## config.mk

```make
export PLATFORM = sky130hd
export DESIGN_NAME = dcache_bus_ctrl
export DESIGN_NICKNAME = d
export VERILOG_FILES = /design/src/verilog/dcache_bus_pkg.sv /design/src/verilog/line_splitter.sv /design/src/verilog/beat_queue.sv /design/src/verilog/line_assembler.sv /design/src/verilog/dcache_bus_ctrl.sv
export SDC_FILE = /design/constraint.sdc
export NUM_CORES = 2
export LEC_CHECK = 0
export BUFFER_PORTS_ARGS = -buffer_cell sky130_fd_sc_hd__buf_2
export CORE_AREA = 2 2 560 562
export CTS_BUF_LIST = sky130_fd_sc_hd__clkbuf_16
export CTS_CLUSTER_DIAMETER = 200
export DETAILED_ROUTE_END_ITERATION = 6
export DIE_AREA = 0 0 562 564
export GPL_ROUTABILITY_DRIVEN = 0
export PLACE_DENSITY = 0.47
export SLEW_MARGIN = 40
export SYNTH_ARGS = -nofsm -noshare
export SYNTH_HDL_FRONTEND = slang
export SYNTH_SLANG_ARGS = --single-unit
```

## constraint.sdc

```tcl
create_clock -name clk_i -period 9 [get_ports clk_i]
set_input_delay 0.9 -clock clk_i [delete_from_list [all_inputs] [get_ports clk_i]]
set_output_delay 0.9 -clock clk_i [all_outputs]
set_load 0.02 [all_outputs]
```

## src/verilog/dcache_bus_pkg.sv

```systemverilog
/*
 * Shared definitions for the data-cache bus controller:
 * line and beat geometry, width typedefs, the request, response and
 * tracking structs, and the state encodings of the splitter and assembler.
 */
`default_nettype none

package dcache_bus_pkg;

	// ==================================================================
	// Geometry
	// ==================================================================
	localparam int LINE_BYTES     = 64;
	localparam int BEAT_BYTES     = 16;
	localparam int BEATS_PER_LINE = LINE_BYTES / BEAT_BYTES;

	// ==================================================================
	// Width typedefs
	// ==================================================================
	typedef logic [31:0]                  addr_t;
	typedef logic [1:0]                   beat_idx_t;
	typedef logic [BEATS_PER_LINE-1:0]    beat_mask_t;
	typedef logic [3:0]                   tag_t;
	typedef logic [LINE_BYTES*8-1:0]      line_data_t;
	typedef logic [BEAT_BYTES*8-1:0]      beat_data_t;
	typedef logic [LINE_BYTES-1:0]        line_sel_t;
	typedef logic [BEAT_BYTES-1:0]        beat_sel_t;

	// ==================================================================
	// Bus records
	// ==================================================================
	// Whole-line request from the CPU side, address is line aligned
	typedef struct packed {
		logic       we;
		tag_t       tag;
		addr_t      adr;
		line_sel_t  sel;
		line_data_t dat;
	} line_req_t;

	// One 16-byte beat on the memory side
	typedef struct packed {
		logic       we;
		tag_t       tag;
		beat_idx_t  beat;
		addr_t      adr;
		beat_sel_t  sel;
		beat_data_t dat;
	} beat_req_t;

	// Memory answer to a beat, data is zero for writes
	typedef struct packed {
		tag_t       tag;
		beat_idx_t  beat;
		beat_data_t dat;
	} beat_resp_t;

	// Record passed from splitter to assembler for the line in flight
	typedef struct packed {
		tag_t       tag;
		logic       we;
		beat_mask_t mask;
	} line_track_t;

	// Completed line returned to the CPU
	typedef struct packed {
		tag_t       tag;
		logic       we;
		line_data_t dat;
	} line_resp_t;

	typedef enum logic {SPLIT_IDLE, SPLIT_ISSUE} splitter_state_t;
	typedef enum logic [1:0] {ASM_IDLE, ASM_COLLECT, ASM_RESPOND} assembler_state_t;

endpackage

`default_nettype wire

```

## src/verilog/line_splitter.sv

```systemverilog
/*
 * Line splitter: accepts one CPU line request at a time, hands the
 * tracking record to the assembler and pushes one beat per selected
 * 16-byte strip into the beat queue.
 */
`timescale 1ns/1ps
`default_nettype none

module line_splitter (
	input  wire                            clk_i,
	input  wire                            rst_i,
	input  wire dcache_bus_pkg::line_req_t cpu_req_i,
	input  wire                            cpu_req_valid_i,
	input  wire                            push_ready_i,
	input  wire                            track_ready_i,
	output logic                           cpu_req_ready_o,
	output dcache_bus_pkg::beat_req_t      push_o,
	output logic                           push_valid_o,
	output dcache_bus_pkg::line_track_t    track_o,
	output logic                           track_valid_o
);

	localparam int STRIP_SEL = $bits(dcache_bus_pkg::beat_sel_t);
	localparam int STRIP_DAT = $bits(dcache_bus_pkg::beat_data_t);

	dcache_bus_pkg::splitter_state_t state_r;
	dcache_bus_pkg::line_req_t       line_r;
	dcache_bus_pkg::beat_mask_t      pend_r;
	dcache_bus_pkg::beat_idx_t       beat_r;
	dcache_bus_pkg::beat_mask_t      req_mask;
	dcache_bus_pkg::beat_mask_t      pend_next;
	logic                            accept;
	logic                            push_done;

	// Lowest set beat of a mask, beat 0 when the mask is empty
	function automatic dcache_bus_pkg::beat_idx_t first_beat(
		input dcache_bus_pkg::beat_mask_t mask
	);
		dcache_bus_pkg::beat_idx_t idx;
		idx = '0;
		for (int b = dcache_bus_pkg::BEATS_PER_LINE - 1; b >= 0; b--) begin
			if (mask[b])
				idx = dcache_bus_pkg::beat_idx_t'(b);
		end
		return idx;
	endfunction

	// Loads fetch every beat; writes only touch strips with a selected byte
	always_comb begin
		for (int b = 0; b < dcache_bus_pkg::BEATS_PER_LINE; b++) begin
			req_mask[b] = cpu_req_i.we ? |cpu_req_i.sel[b*STRIP_SEL +: STRIP_SEL] : 1'b1;
		end
	end

	// ==================================================================
	// CPU and track handshakes
	// ==================================================================
	// The track goes out in the same cycle the request is taken
	assign cpu_req_ready_o = (state_r == dcache_bus_pkg::SPLIT_IDLE) && track_ready_i;
	assign track_valid_o   = (state_r == dcache_bus_pkg::SPLIT_IDLE) && cpu_req_valid_i;
	assign accept          = cpu_req_valid_i && cpu_req_ready_o;

	assign track_o.tag  = cpu_req_i.tag;
	assign track_o.we   = cpu_req_i.we;
	assign track_o.mask = req_mask;

	// ==================================================================
	// Beat issue
	// ==================================================================
	assign push_valid_o = (state_r == dcache_bus_pkg::SPLIT_ISSUE);
	assign push_done    = push_valid_o && push_ready_i;
	// Drop the beat just pushed from the pending set
	assign pend_next    = pend_r & ~(dcache_bus_pkg::beat_mask_t'(1) << beat_r);

	always_comb begin
		push_o.we   = line_r.we;
		push_o.tag  = line_r.tag;
		push_o.beat = beat_r;
		push_o.adr  = line_r.adr
			+ dcache_bus_pkg::addr_t'(beat_r) * dcache_bus_pkg::addr_t'(STRIP_SEL);
		// Loads enable every byte lane whatever the request selects
		push_o.sel  = line_r.we ? line_r.sel[beat_r*STRIP_SEL +: STRIP_SEL] : '1;
		push_o.dat  = line_r.dat[beat_r*STRIP_DAT +: STRIP_DAT];
	end

	// Line payload is held for the whole issue phase
	always_ff @(posedge clk_i) begin
		if (accept)
			line_r <= cpu_req_i;
	end

	always_ff @(posedge clk_i, posedge rst_i) begin
		if (rst_i) begin
			state_r <= dcache_bus_pkg::SPLIT_IDLE;
			pend_r  <= '0;
			beat_r  <= '0;
		end else begin
			case (state_r)
			dcache_bus_pkg::SPLIT_IDLE: if (accept) begin
				pend_r <= req_mask;
				beat_r <= first_beat(req_mask);
				// An empty write strip set needs no beats at all
				if (|req_mask)
					state_r <= dcache_bus_pkg::SPLIT_ISSUE;
			end
			dcache_bus_pkg::SPLIT_ISSUE: if (push_done) begin
				pend_r <= pend_next;
				beat_r <= first_beat(pend_next);
				if (pend_next == '0)
					state_r <= dcache_bus_pkg::SPLIT_IDLE;
			end
			default: state_r <= dcache_bus_pkg::SPLIT_IDLE;
			endcase
		end
	end

endmodule

`default_nettype wire

```

## src/verilog/beat_queue.sv

```systemverilog
/*
 * Beat queue: circular FIFO of bus beats between the splitter and
 * memory. The head entry drives the memory request port directly.
 */
`timescale 1ns/1ps
`default_nettype none

module beat_queue #(
	parameter int QUEUE_DEPTH = 4
) (
	input  wire                            clk_i,
	input  wire                            rst_i,
	input  wire dcache_bus_pkg::beat_req_t push_i,
	input  wire                            push_valid_i,
	input  wire                            mem_req_ready_i,
	output logic                           push_ready_o,
	output dcache_bus_pkg::beat_req_t      mem_req_o,
	output logic                           mem_req_valid_o
);

	localparam int PTR_W = $clog2(QUEUE_DEPTH);
	localparam logic [PTR_W:0] FULL_CNT = (PTR_W + 1)'(QUEUE_DEPTH);

	dcache_bus_pkg::beat_req_t entry_r [QUEUE_DEPTH];
	logic [PTR_W-1:0]          wr_ptr_r;
	logic [PTR_W-1:0]          rd_ptr_r;
	logic [PTR_W:0]            count_r;
	logic                      do_push;
	logic                      do_pop;

	// ==================================================================
	// Handshakes
	// ==================================================================
	assign push_ready_o    = (count_r != FULL_CNT);
	assign mem_req_valid_o = (count_r != '0);
	assign mem_req_o       = entry_r[rd_ptr_r];

	assign do_push = push_valid_i && push_ready_o;
	assign do_pop  = mem_req_valid_o && mem_req_ready_i;

	// Storage only, the count decides which entries are live
	always_ff @(posedge clk_i) begin
		if (do_push)
			entry_r[wr_ptr_r] <= push_i;
	end

	// Pointers wrap naturally since the depth is a power of two
	always_ff @(posedge clk_i, posedge rst_i) begin
		if (rst_i) begin
			wr_ptr_r <= '0;
			rd_ptr_r <= '0;
			count_r  <= '0;
		end else begin
			if (do_push)
				wr_ptr_r <= wr_ptr_r + 1'b1;
			if (do_pop)
				rd_ptr_r <= rd_ptr_r + 1'b1;
			// Simultaneous push and pop leave the occupancy unchanged
			if (do_push && !do_pop)
				count_r <= count_r + 1'b1;
			else if (do_pop && !do_push)
				count_r <= count_r - 1'b1;
		end
	end

endmodule

`default_nettype wire

```

## src/verilog/line_assembler.sv

```systemverilog
/*
 * Line assembler: takes the tracking record of the line in flight,
 * places each beat response in its slot by beat index and returns the
 * completed line once every expected beat is back.
 */
`timescale 1ns/1ps
`default_nettype none

module line_assembler (
	input  wire                              clk_i,
	input  wire                              rst_i,
	input  wire dcache_bus_pkg::line_track_t track_i,
	input  wire                              track_valid_i,
	input  wire dcache_bus_pkg::beat_resp_t  mem_resp_i,
	input  wire                              mem_resp_valid_i,
	input  wire                              cpu_resp_ready_i,
	output logic                             track_ready_o,
	output dcache_bus_pkg::line_resp_t       cpu_resp_o,
	output logic                             cpu_resp_valid_o
);

	localparam int STRIP_DAT = $bits(dcache_bus_pkg::beat_data_t);

	dcache_bus_pkg::assembler_state_t state_r;
	dcache_bus_pkg::line_track_t      track_r;
	dcache_bus_pkg::beat_mask_t       rcvd_r;
	dcache_bus_pkg::line_data_t       data_r;
	logic                             take_track;
	logic                             capture;

	// ==================================================================
	// Handshakes
	// ==================================================================
	// A new line is taken only once the previous one has been returned
	assign track_ready_o    = (state_r == dcache_bus_pkg::ASM_IDLE);
	assign take_track       = track_valid_i && track_ready_o;
	assign cpu_resp_valid_o = (state_r == dcache_bus_pkg::ASM_RESPOND);

	// Responses are always accepted, but only those of the current line count
	assign capture = mem_resp_valid_i && (state_r == dcache_bus_pkg::ASM_COLLECT)
		&& (mem_resp_i.tag == track_r.tag);

	assign cpu_resp_o.tag = track_r.tag;
	assign cpu_resp_o.we  = track_r.we;
	// Writes carry no line data back
	assign cpu_resp_o.dat = track_r.we ? '0 : data_r;

	// Beat slots may fill in any order
	always_ff @(posedge clk_i) begin
		if (capture)
			data_r[mem_resp_i.beat*STRIP_DAT +: STRIP_DAT] <= mem_resp_i.dat;
	end

	// ==================================================================
	// Collection FSM
	// ==================================================================
	always_ff @(posedge clk_i, posedge rst_i) begin
		if (rst_i) begin
			state_r <= dcache_bus_pkg::ASM_IDLE;
			track_r <= '0;
			rcvd_r  <= '0;
		end else begin
			case (state_r)
			dcache_bus_pkg::ASM_IDLE: if (take_track) begin
				track_r <= track_i;
				rcvd_r  <= '0;
				state_r <= dcache_bus_pkg::ASM_COLLECT;
			end
			dcache_bus_pkg::ASM_COLLECT: begin
				if (capture)
					rcvd_r[mem_resp_i.beat] <= 1'b1;
				// Compare the registered mask so completion lands one cycle later
				if (rcvd_r == track_r.mask)
					state_r <= dcache_bus_pkg::ASM_RESPOND;
			end
			dcache_bus_pkg::ASM_RESPOND: if (cpu_resp_ready_i)
				state_r <= dcache_bus_pkg::ASM_IDLE;
			default: state_r <= dcache_bus_pkg::ASM_IDLE;
			endcase
		end
	end

endmodule

`default_nettype wire

```

## src/verilog/dcache_bus_ctrl.sv

```systemverilog
/*
 * Data-cache bus controller top level: connects the line splitter,
 * the beat queue and the line assembler.
 */
`timescale 1ns/1ps
`default_nettype none

module dcache_bus_ctrl #(
	parameter int QUEUE_DEPTH = 4
) (
	input  wire                             clk_i,
	input  wire                             rst_i,
	input  wire dcache_bus_pkg::line_req_t  cpu_req_i,
	input  wire                             cpu_req_valid_i,
	input  wire                             cpu_resp_ready_i,
	input  wire                             mem_req_ready_i,
	input  wire dcache_bus_pkg::beat_resp_t mem_resp_i,
	input  wire                             mem_resp_valid_i,
	output logic                            cpu_req_ready_o,
	output dcache_bus_pkg::line_resp_t      cpu_resp_o,
	output logic                            cpu_resp_valid_o,
	output dcache_bus_pkg::beat_req_t       mem_req_o,
	output logic                            mem_req_valid_o
);

	// Splitter to assembler tracking path
	dcache_bus_pkg::line_track_t track;
	logic                        track_valid;
	logic                        track_ready;

	// Splitter to queue beat path
	dcache_bus_pkg::beat_req_t   push;
	logic                        push_valid;
	logic                        push_ready;

	// ==================================================================
	// Producer, buffer and consumer
	// ==================================================================
	line_splitter u_splitter (
		.clk_i, .rst_i, .cpu_req_i, .cpu_req_valid_i,
		.push_ready_i(push_ready), .track_ready_i(track_ready),
		.cpu_req_ready_o, .push_o(push), .push_valid_o(push_valid),
		.track_o(track), .track_valid_o(track_valid)
	);

	beat_queue #(.QUEUE_DEPTH(QUEUE_DEPTH)) u_queue (
		.clk_i, .rst_i, .push_i(push), .push_valid_i(push_valid),
		.mem_req_ready_i, .push_ready_o(push_ready),
		.mem_req_o, .mem_req_valid_o
	);

	line_assembler u_assembler (
		.clk_i, .rst_i, .track_i(track), .track_valid_i(track_valid),
		.mem_resp_i, .mem_resp_valid_i, .cpu_resp_ready_i,
		.track_ready_o(track_ready), .cpu_resp_o, .cpu_resp_valid_o
	);

endmodule

`default_nettype wire

```

Word level (Yosys, flattened, before mapping). Memories as Yosys holds them, arrays and structs flattened. Index checks and enable logic that the tools add are counted.

$lt $le $gt $ge: 2. Reduce and logical (&&, ||, !) cells: 27. Bitwise gates (word level): 4. Add/subtract/negate cells: 6. Equality and inequality tests: 11. Shift-type cells: 5. Mux-type cells: 39.

Operators with widths (number): $bwmux W512 (1); $mux W512 (1); $shift A128 B34 Y512 const A (1); $shiftx A128 B34 Y512 (1); $shiftx A512 B10 Y128 (1); $reduce_or A16 Y1 (4); $shiftx A64 B7 Y16 (1); $neg A9 Y34 (1); $add A32 B6 Y32 (1); $mux W2 (13); $mux W16 (1); $mux W4 (4); $pmux W4 S2 (2); $logic_and A1 B1 Y1 (11); $mux W1 (11); $eq A4 B4 Y1 (2); $mux W3 (2); $ne A2 B1 Y1 const B (3); $ne A2 B2 Y1 const B (3); $pmux W2 S3 (1); $reduce_and A3 Y1 (2); $add A2 B1 Y2 const B (2); $and A4 B4 Y4 (1); $logic_not A4 Y1 (1); 20 further kinds (23).

Memory bits (writable): 732. Logic and storage cells: 112. Bits in registers: 1154. Bits of input ports: 753. Output and inout bits: 703. Memories kept: 1.

Memory list: u_queue.entry_r (words 4, bits a word 183, rd ports 1, clocked after memory_dff 0, write ports 1, RTL line beat_queue.sv:24) `dcache_bus_pkg::beat_req_t entry_r [QUEUE_DEPTH];`.

Depth between registers and ports, before layout.
Word-level depth: 9. Mapped depth: 10. Gate-level depth less buffers: 8.

By module. Synthesis repeated with hierarchy kept, for this count alone.

Cells, all modules: 3756. Area, all modules: 73080.1 um^2.

By module, submodules not included: beat_queue (sequential area each 22156.2 um^2, area each 26829.5 um^2, cells each 992, instances 1); line_splitter (sequential area each 18582.8 um^2, area each 23168.5 um^2, cells each 977, instances 1); line_assembler (sequential area each 15750.1 um^2, area each 23082.1 um^2, cells each 1787, instances 1).

Least setup slack after synthesis. No wires, ideal clock.

Path type: register -> register. From: register u_assembler.state_r[0]. To: register u_assembler.track_r[0] (netlist name). Setup slack: -543 ps. Path buffers: 1. Required time: 8848 ps. Cell stages (with the launch flop): 7. Period minus slack after synthesis: 9543 ps. Arrival time: 9391 ps. Library setup time: 152 ps. Cells stage by stage: dfrtp_1 -> nor3_1 -> nand2_1 -> inv_1 -> buf_2 -> nand2_1 -> o21a_1.

Word-level cells in the longest chain between the ends: 3.

Ends and longest elaborated chain: start, declared (RTL line line_assembler.sv:24) `dcache_bus_pkg::assembler_state_t state_r;`; start signal, assigned (RTL line line_assembler.sv:59) `state_r <= dcache_bus_pkg::ASM_IDLE;`; start signal, assigned (RTL line line_assembler.sv:67) `state_r <= dcache_bus_pkg::ASM_COLLECT;`; start signal, assigned (RTL line line_assembler.sv:74) `state_r <= dcache_bus_pkg::ASM_RESPOND;`; $logic_not A2 Y1 * (RTL line line_assembler.sv:35, line_assembler.sv:63); $logic_and A1 B1 Y1 (RTL line line_assembler.sv:36) `assign take_track = track_valid_i && track_ready_o;`; $reduce_and A2 Y1 (no source line) *; end signal, assigned (RTL line line_assembler.sv:65) `track_r <= track_i;`; end, declared (RTL line line_assembler.sv:25) `dcache_bus_pkg::line_track_t track_r;`.

Mark *: on every way between the ends. The rest lies on a longest branch, timed or not. A chain may end at the register's enable or synchronous reset.

==> results_dict.tcl <==
set metrics [dict create \
    period_share_pct 53.7 \
    post_cts_buffers 0 \
    critPathKind "flip-flop to output pin" \
    crit_required_ns 8.10 \
    nNetsFinal 5982 \
    clkTransAtPathRegs_ns 0.07 \
    ys_seq_elements 1886 \
    final_common_cell "edfxtp_1" \
    numClockSinks 1886 \
    die_h_um 564 \
    r2r_end "u_assembler.data_r[383]" \
    rsz0062_at_grt "no" \
    ys_async_sr_fraction_pct 1.54 \
    p_clk_share_pct 30.4 \
    tightest_slew_ns 0.896 \
    ys_types 47 \
    hp-class "input port to flip-flop" \
    drive_gt1_share_pct 40.4 \
    die_width_um 562 \
    p_switching_mw 9.62 \
    r2r-start "u_assembler.cpu_resp_o[515]" \
    grt_pass1_vias 41700 \
    startpoint "u_queue.rd_ptr_r[0]" \
    end_kind "output pin" \
    p_per_area_mw_per_mm2 307 \
    ir_worst_vdd_v 0.000215 \
    grt_max_degree 151 \
    synthTopCellsByArea "edfxtp_1 77%, mux4_2 10%, and2_1 4.4%, nor2b_1 4.4%, dfrtp_1 1.0%" \
    worstHoldPathCells 1 \
    io_buffers 1455 \
    final_cell_mix "1,857 x edfxtp_1, 1,455 x buf_2, 515 x nor2b_1" \
    root_buffer "clkbuf_16" \
    reg2reg_setup_slack_ns 5.56 \
    drt-initial-drc-count 3048 \
    cts_resized 0 \
    antenna_found_initial 99 \
    fin_crit_ns 4.83 \
    synthesis.area_mm2 0.0727 \
    p_leak_nw 32.6 \
    min_from "cpu_req_i[206]" \
    setup_viol 0 \
    fin_tns_setup_ns 0 \
    fmax_mhz 207 \
    synthesis.nets 4446 \
    status "completed" \
    dp_hpwl_um 186000 \
    core-area_mm2 0.311 \
    p_sw_share_pct 33.9 \
    clock_latency_ns 0.89 \
    initial_utilization_pct 23.4 \
    syn_inst 3678 \
    slew_headroom_pct 40.3 \
    ys_warn_count 0 \
    combPwrFrac_pct 29.1 \
    intPower_mw 18.8 \
    ant_nets 0 \
    yosysTopAreaCell "edfxtp_1" \
    tritoncts "done" \
    grt_overflow 0 \
    firstDrtPassIters 7 \
    r2r_cells 6 \
    holdPathEnd "u_splitter.line_r[206]" \
    track_usage_pct 15.6 \
    hold_viol 0 \
    final_cells 9555 \
    startpoint_type "flip-flop" \
    totalWireLength_um 258000 \
    vias 40400 \
    syn_avg_cell_area_um2 19.8 \
    synth_ff_type "edfxtp_1" \
    pwr-share-seq_pct 40.5 \
    io_pins 1456 \
    cts-buffers-inserted 213 \
    ys_seq_area_share_pct 77.7 \
    critical_path.max_fanout 30 \
    finalPower_mw 28.4 \
    worst_ep_arrival_time_ns 3.93 \
    post_drt_wl_per_cell_um 27.0 \
    htreeDepth 4 \
    hold_buffers 0 \
    die_area_mm2 0.317 \
    placement_rows 205 \
    clockBufferDepth 4 \
    skew_ns 0.104 \
    via_per_inst 4.23 \
    placed_cells 9134 \
    finalMaxSlewViolations 0 \
    grt_pass1_wl_um 346000 \
    syn2layout_area_growth_pct 27.1 \
    drcViolationCount 0 \
    max-cap-violations 0 \
    synth_top_area_share_pct 76.7 \
    synth_edf_count 1857 \
]
-- per-layer routing --
| layer | GRT usage, % | up-vias | routed length [µm] |
|---|---|---|---|
| met5 | 0 | - | 243 |
| met2 | 26.9 | 1710 | 128000 |
| met3 | 5.45 | 382 | 24100 |
| met4 | 4.56 | 36 | 7080 |
| met1 | 18.1 | 21000 | 97800 |
| li1 | - | 17200 | - |
-- layout make-up --
cell class                      count  area (µm²)
Fill cell                       31100      218000
Timing Repair Buffer             1521        8260
Antenna cell                       36        90.1
Inverter                           15        68.8
Tap cell                         4140        5180
Clock buffer                      215        5380
Multi-Input combinational cell   1577       15400
Sequential cell                  1886       56500
Clock inverter                    165        1500
-- sequential cells by signal, summed over array words and instances (netlist names), 3 cells and up --
signal	flops
u_splitter.push_o	5
u_splitter.line_r	608
u_assembler.track_r	4
u_splitter.pend_r	4
u_queue.count_r	3
u_assembler.data_r	512
u_queue.entry_r	732
u_assembler.cpu_resp_o	5
u_assembler.rcvd_r	4
-- per-stage QoR --
| stage | hold slack, ns | utilization [%] | instance area [µm²] | setup WS (ns) |
|---|---|---|---|---|
| floorplan | 0.446 | - | 72700 | 2.80 |
| global placement | 0.464 | 27.3 | 85000 | 4.63 |
| detailed placement | 0.473 | 27.4 | 85300 | 4.85 |
| CTS | 0.0626 | 29.7 | 92200 | 3.86 |
| global route | 0.0939 | 29.7 | 92400 | 3.78 |
| finish | 0.184 | 29.7 | 92400 | 4.17 |
-- power groups by stage --
| stage | clock network [mW] | logic, mW | registers [mW] |
|---|---|---|---|
| after floorplan | 0 | 4.84 | 11.7 |
| after global placement | 0 | 8.28 | 11.8 |
| after detailed placement | 0 | 8.46 | 11.7 |
| after CTS | 8.90 | 8.49 | 11.5 |
| after global routing | 9.18 | 8.81 | 11.6 |
| final | 8.62 | 8.27 | 11.5 |
-- cells in the mapped netlist (15+ instances only) --
master / count
dfrtp_1: 29
edfxtp_1: 1857
buf_1: 15
xnor2_1: 27
nor2b_1: 515
and2_1: 516
inv_1: 15
nand2b_1: 19
buf_2: 40
clkbuf_1: 139
mux4_2: 327
nand2_1: 32
-- worst max-delay path, stage by stage, from the launching register on --
cell,delay [ns]
dfrtp_4,0.81
buf_4,0.63
buf_4,0.63
mux4_2,0.72
buf_2,0.22
-- kinds of logic after synthesis --
family | Yosys count | synth area share [%]
flip-flops | 1886 | 77.7
AO/OA/AOI/OAI | 35 | 0.313
multiplexers | 329 | 10.2
buffers and inverters | 215 | 1.21
adder cells (fa/ha/maj) | 15 | 0.279
AND/OR/NAND/NOR | 1158 | 9.91
XOR/XNOR | 40 | 0.482
-- how the worst max path moves through the flow --
stage | endpoint | slack (ns) | cells after the start
6_report | mem_req_o[75] | 4.17 | 4
5_1_grt | mem_req_o[75] | 3.78 | 4
4_1_cts | mem_req_o[75] | 3.86 | 4
3_5_place_dp | mem_req_o[75] | 4.85 | 4
3_3_place_gp | u_assembler.data_r[78] | 4.63 | 6
2_1_floorplan | u_assembler.track_r[0] | 2.80 | 6
(Power assumes the default switching activity.)
